File: src/commitPkg.sv
package commitPkg;

    // buffer geometry
    localparam int ROB_LENGTH = 32;
    localparam int IDX_BITS = $clog2(ROB_LENGTH);
    localparam int COMMIT_WIDTH = 3;
    localparam int WB_WIDTH = 3;

    // sequence numbers carry one bit more than the slot index so age survives wrap
    localparam int SQN_BITS = 6;
    localparam int TAG_BITS = 7;
    localparam int NAME_BITS = 6;

    typedef logic [SQN_BITS-1:0] SqN;

    // special handling requested by a micro-op at retirement
    typedef enum logic [2:0] {
        FLAGS_NONE   = 3'd0,
        FLAGS_BRK    = 3'd1,
        FLAGS_TRAP   = 3'd2,
        FLAGS_EXCEPT = 3'd3,
        FLAGS_FENCE  = 3'd4
    } Flags;

    // writeback from an execution unit
    typedef struct packed {
        logic valid;
        Flags flags;
        logic [TAG_BITS-1:0] tagDst;
        logic [NAME_BITS-1:0] nmDst;
        SqN sqN;
        logic [31:0] pc;
        logic isBranch;
        logic branchTaken;
        logic [7:0] branchID;
    } ResUOp;

    // retired micro-op, one per commit lane
    typedef struct packed {
        logic valid;
        logic [NAME_BITS-1:0] nmDst;
        logic [TAG_BITS-1:0] tagDst;
        SqN sqN;
        logic [31:0] pc;
        logic isBranch;
        logic branchTaken;
        logic [7:0] branchID;
    } CommitUOp;

    // redirect request toward the front end
    typedef struct packed {
        logic taken;
        logic [31:0] dstPC;
        SqN sqN;
        logic flush;
        SqN storeSqN;
        SqN loadSqN;
    } BranchProv;

    // trap record, memAddr holds the faulting segment
    typedef struct packed {
        logic valid;
        Flags flags;
        logic [31:0] src;
        logic [14:0] memAddr;
    } TrapInfo;

endpackage
File: src/trapUnit.sv
`timescale 1ns/10ps

module trapUnit (
    input  logic clk,
    input  logic rst,
    input  logic trapVecWrite,
    input  logic [31:0] trapVecData,
    input  commitPkg::TrapInfo trapIn,
    output logic [31:0] trapVec,
    output commitPkg::TrapInfo trap
);
    import commitPkg::*;

    logic [31:0] vecReg;
    logic trapPulse;
    Flags causeReg;
    logic [31:0] srcReg;
    logic [14:0] segReg;

    // handler address, software writes it before enabling traps
    always_ff @(posedge clk) begin
        if (rst) begin
            vecReg <= '0;
        end else if (trapVecWrite) begin
            vecReg <= trapVecData;
        end
    end

    assign trapVec = vecReg;

    always_ff @(posedge clk) begin
        if (rst) begin
            trapPulse <= 1'b0;
        end else begin
            trapPulse <= trapIn.valid;
        end
    end

    // cause, pc and segment stay put until the next trap
    always_ff @(posedge clk) begin
        if (trapIn.valid) begin
            causeReg <= trapIn.flags;
            srcReg <= trapIn.src;
            segReg <= trapIn.memAddr;
        end
    end

    always_comb begin
        trap.valid = trapPulse;
        trap.flags = causeReg;
        trap.src = srcReg;
        trap.memAddr = segReg;
    end

    // only trap and exception heads produce a trap record
    assert property (@(posedge clk) disable iff (rst)
        trapIn.valid |-> (trapIn.flags == FLAGS_TRAP || trapIn.flags == FLAGS_EXCEPT));

endmodule

File: config.mk
export PLATFORM = sky130hd
export DESIGN_NAME = trapUnit
export DESIGN_NICKNAME = d
export VERILOG_FILES = /design/src/commitPkg.sv /design/src/trapUnit.sv
export SDC_FILE = /design/constraint.sdc
export NUM_CORES = 1
export LEC_CHECK = 0
export BUFFER_PORTS_ARGS = -buffer_cell sky130_fd_sc_hd__buf_4
export CAP_MARGIN = 20
export CORE_ASPECT_RATIO = 1.75
export CORE_MARGIN = 1
export CORE_UTILIZATION = 45
export CTS_CLUSTER_DIAMETER = 150
export DETAILED_ROUTE_END_ITERATION = 8
export PLACE_DENSITY_LB_ADDON = 0.2
export SLEW_MARGIN = 25
export SYNTH_ARGS = -nofsm -noshare
export SYNTH_HDL_FRONTEND = slang
export SYNTH_SLANG_ARGS = --single-unit
File: constraint.sdc
create_clock -name clk -period 2.45 [get_ports clk]
set_input_delay 0.49 -clock clk [delete_from_list [all_inputs] [get_ports clk]]
set_output_delay 0.49 -clock clk [all_outputs]
set_load 0.05 [all_outputs]
==> flow_metrics.env <==
export IMPL_ys_warn_count=0
export IMPL_io_pins=169
export IMPL_worstReg2RegEnd="trapVec[27]"
export IMPL_r2r_slack_ns=1.80
export IMPL_final_fill_count=434
export IMPL_finalCritPeriodShare_pct=58.3
export IMPL_die_w_um=60.7
export IMPL_slew_violations=0
export IMPL_maxClockFrequency_mhz=700
export IMPL_synth_area_leaders="edfxtp_1 (55%), dfxtp_1 (24%), mux2i_1 (12%), nor2_1 (4.2%), buf_12 (2.2%)"
export IMPL_ys_seq_elements=83
export IMPL_grt_total_usage_pct=18.9
export IMPL_htree_levels=3
export IMPL_cts_root_buf="clkbuf_8"
export IMPL_status="completed"
export IMPL_ant_nets=0
export IMPL_cts_hold_buffers=0
export IMPL_drtIter0Drc=65
export IMPL_grt_overflow=0
export IMPL_grt_pass1_wl_um=8510
export IMPL_worstPathCellList="buf_4"
export IMPL_via_count=1913
export IMPL_hold_class="input pin to flop"
export IMPL_drc=0
export IMPL_endpoint_kind="output pin"
export IMPL_grt_max_degree=52
export IMPL_drive_gt1_share_pct=55.4
export IMPL_cp_slowest_cell="edfxtp_1"
export IMPL_min_from="trapIn[24]"
export IMPL_first_pass_iters=6
export IMPL_post_cts_buffers=0
export IMPL_grt_pass1_vias=1865
export IMPL_hold_violations=0
export IMPL_cts_tree="yes"
export IMPL_synth_cell_type_count=11
export IMPL_async_flop_share_pct=0
export IMPL_clk_pin_slew_ns=0.08
export IMPL_n_antenna_cell=0
export IMPL_synth_fp_nets=243
export IMPL_rsz0062_at_grt="false"
export IMPL_syn_area_um2=2710
export IMPL_power_density_nw_per_um2=780
export IMPL_cts_made_buffers=9
export IMPL_syn_area_per_cell_um2=17.3
export IMPL_arrival_ns=0.94
export IMPL_hpwl_um=4530
export IMPL_die_h_um=105
export IMPL_path_class="flop to output pin"
export IMPL_final_nets=413
export IMPL_wire_per_inst_um=14.8
export IMPL_clk_insertion_delay_late_ns=0.34
export IMPL_synth_main_ff_cell="edfxtp_1"
export IMPL_p_leak_nw=1.93
export IMPL_required_ns=1.96
export IMPL_path_buf_inv=1
export IMPL_cts_sinks=83
export IMPL_yosysTopAreaCell="edfxtp_1"
export IMPL_multi_input_area_um2=452
export IMPL_cts_path_max_buffers=2
export IMPL_die_area_um2=6350
export IMPL_peakVddDrop_v=0.000584
export IMPL_setup_tns_ns=0
export IMPL_yosysSeqAreaShare_pct=79.7
export IMPL_port_buffers=168
export IMPL_antenna_found_initial=0
export IMPL_synthTopCellsByCount="edfxtp_1 (50), dfxtp_1 (33), mux2i_1 (32)"
export IMPL_core_um2=5830
export IMPL_startpoint_type="flop"
export IMPL_tightest_slew_ns=0.603
export IMPL_crit_family="flip-flops"
export IMPL_ctsResizeCount=0
export IMPL_synth_most_common_cell="edfxtp_1"
export IMPL_drv_cap=0
export IMPL_min_period_ns=1.43
export IMPL_seq_area_um2=2160
export IMPL_min_delay_worst_endpoint="srcReg[9]"
export IMPL_syn_to_final_growth_pct=53.8
export IMPL_setup_violations=0
export IMPL_worst_slack_ns=1.02
export IMPL_crit_fanout=1
export IMPL_place_congestion=0.788
export IMPL_syn_inst=157
export IMPL_skew_ns=0
export IMPL_relSlewSlack_pct=59.8
export IMPL_synth_top_area_share_pct=55.4
export IMPL_reg2reg_from="trapVec[27]"
export IMPL_min_path_cells=1
export IMPL_row_count=37
export IMPL_wl_um=6060
export IMPL_viasPerCell=4.67
export IMPL_start_util_pct=46.5
export IMPL_synth_edf_count=50
export IMPL_reg2reg_depth=2
export IMPL_cp_slowest_stage_delay_ns=0.40
export IMPL_post_place_ws_ns=1.06
==> flip-flops by register name, indices dropped and copies added (netlist names) <==
signal	count
trapPulse	1
segReg	15
srcReg	32
causeReg	3
trapVec	32
==> stage by stage <==
step / util, % / area, um^2 / hold slack, ns / power [mW] / cells
detailed placement: 68.1 / 3970 / 0.486 / 2.34 / 394
floorplan: - / 2710 / 0.589 / 2.07 / 157
finish: 71.5 / 4170 / 0.321 / 3.25 / 410
CTS: 71.5 / 4170 / 0.304 / 3.28 / 410
global placement: 68.1 / 3970 / 0.475 / 2.33 / 394
global route: 71.5 / 4170 / 0.300 / 3.36 / 410
==> final cells by class <==
class,count,share of cell area (%)
Clock inverter,4,1.23
Timing Repair Buffer,168,30.3
Tap cell,78,2.34
Multi-Input combinational cell,65,10.8
Sequential cell,83,51.9
Clock buffer,12,3.48
==> power breakdown <==
group | internal, mW | total, mW | switching (mW)
clock network | 0.500 | 0.944 | 0.444
registers | 1.58 | 1.62 | 0.0344
logic | 0.235 | 0.688 | 0.454
==> cells by family (layout without fill, tap and decap cells) <==
| kind of cell | Yosys count | after routing | synth area share [%] |
|---|---|---|---|
| multiplexers | 32 | 32 | 11.8 |
| AND/OR/NAND/NOR | 33 | 33 | 4.85 |
| flip-flops | 83 | 83 | 79.7 |
| buffers and inverters | 9 | 184 | 3.60 |
==> metal layers <==
metal,vias to the layer above,part of all wire [%],wire (um),GRT usage [%]
met5,-,0,0,0
met4,0,4.4,269,13.6
met3,20,9.9,598,6.68
met2,115,55,3340,33.0
met1,887,30,1840,16.5
li1,891,-,-,-
==> layout by cell type, fill, tap and decap left out <==
| cell type | netlist | routed |
|---|---|---|
| bufinv_16 | 0 | 1 |
| nor2_1 | 30 | 30 |
| clkbuf_1 | 1 | 2 |
| nor2b_1 | 1 | 1 |
| buf_4 | 1 | 168 |
| mux2i_1 | 32 | 32 |
| clkbuf_8 | 0 | 10 |
| clkinv_2 | 0 | 1 |
| clkinv_4 | 0 | 1 |
| clkinvlp_4 | 0 | 1 |
| edfxtp_1 | 50 | 50 |
| nor2_2 | 2 | 2 |
| dfxtp_1 | 33 | 33 |
==> worst max path at each step <==
stage / slack (ns) / cells after the start / from / end
after global routing: 0.99 / 1 / srcReg[16] / trap[31]
after global placement: 1.07 / 3 / trapVecWrite / trapVec[3]
final: 1.02 / 1 / srcReg[16] / trap[31]
after detailed placement: 1.06 / 3 / trapVecWrite / trapVec[3]
after CTS: 0.99 / 1 / srcReg[16] / trap[31]
after floorplan: 1.35 / 4 / trapVecWrite / trapVec[3]
Note: power is estimated with default switching activity, not from simulation.
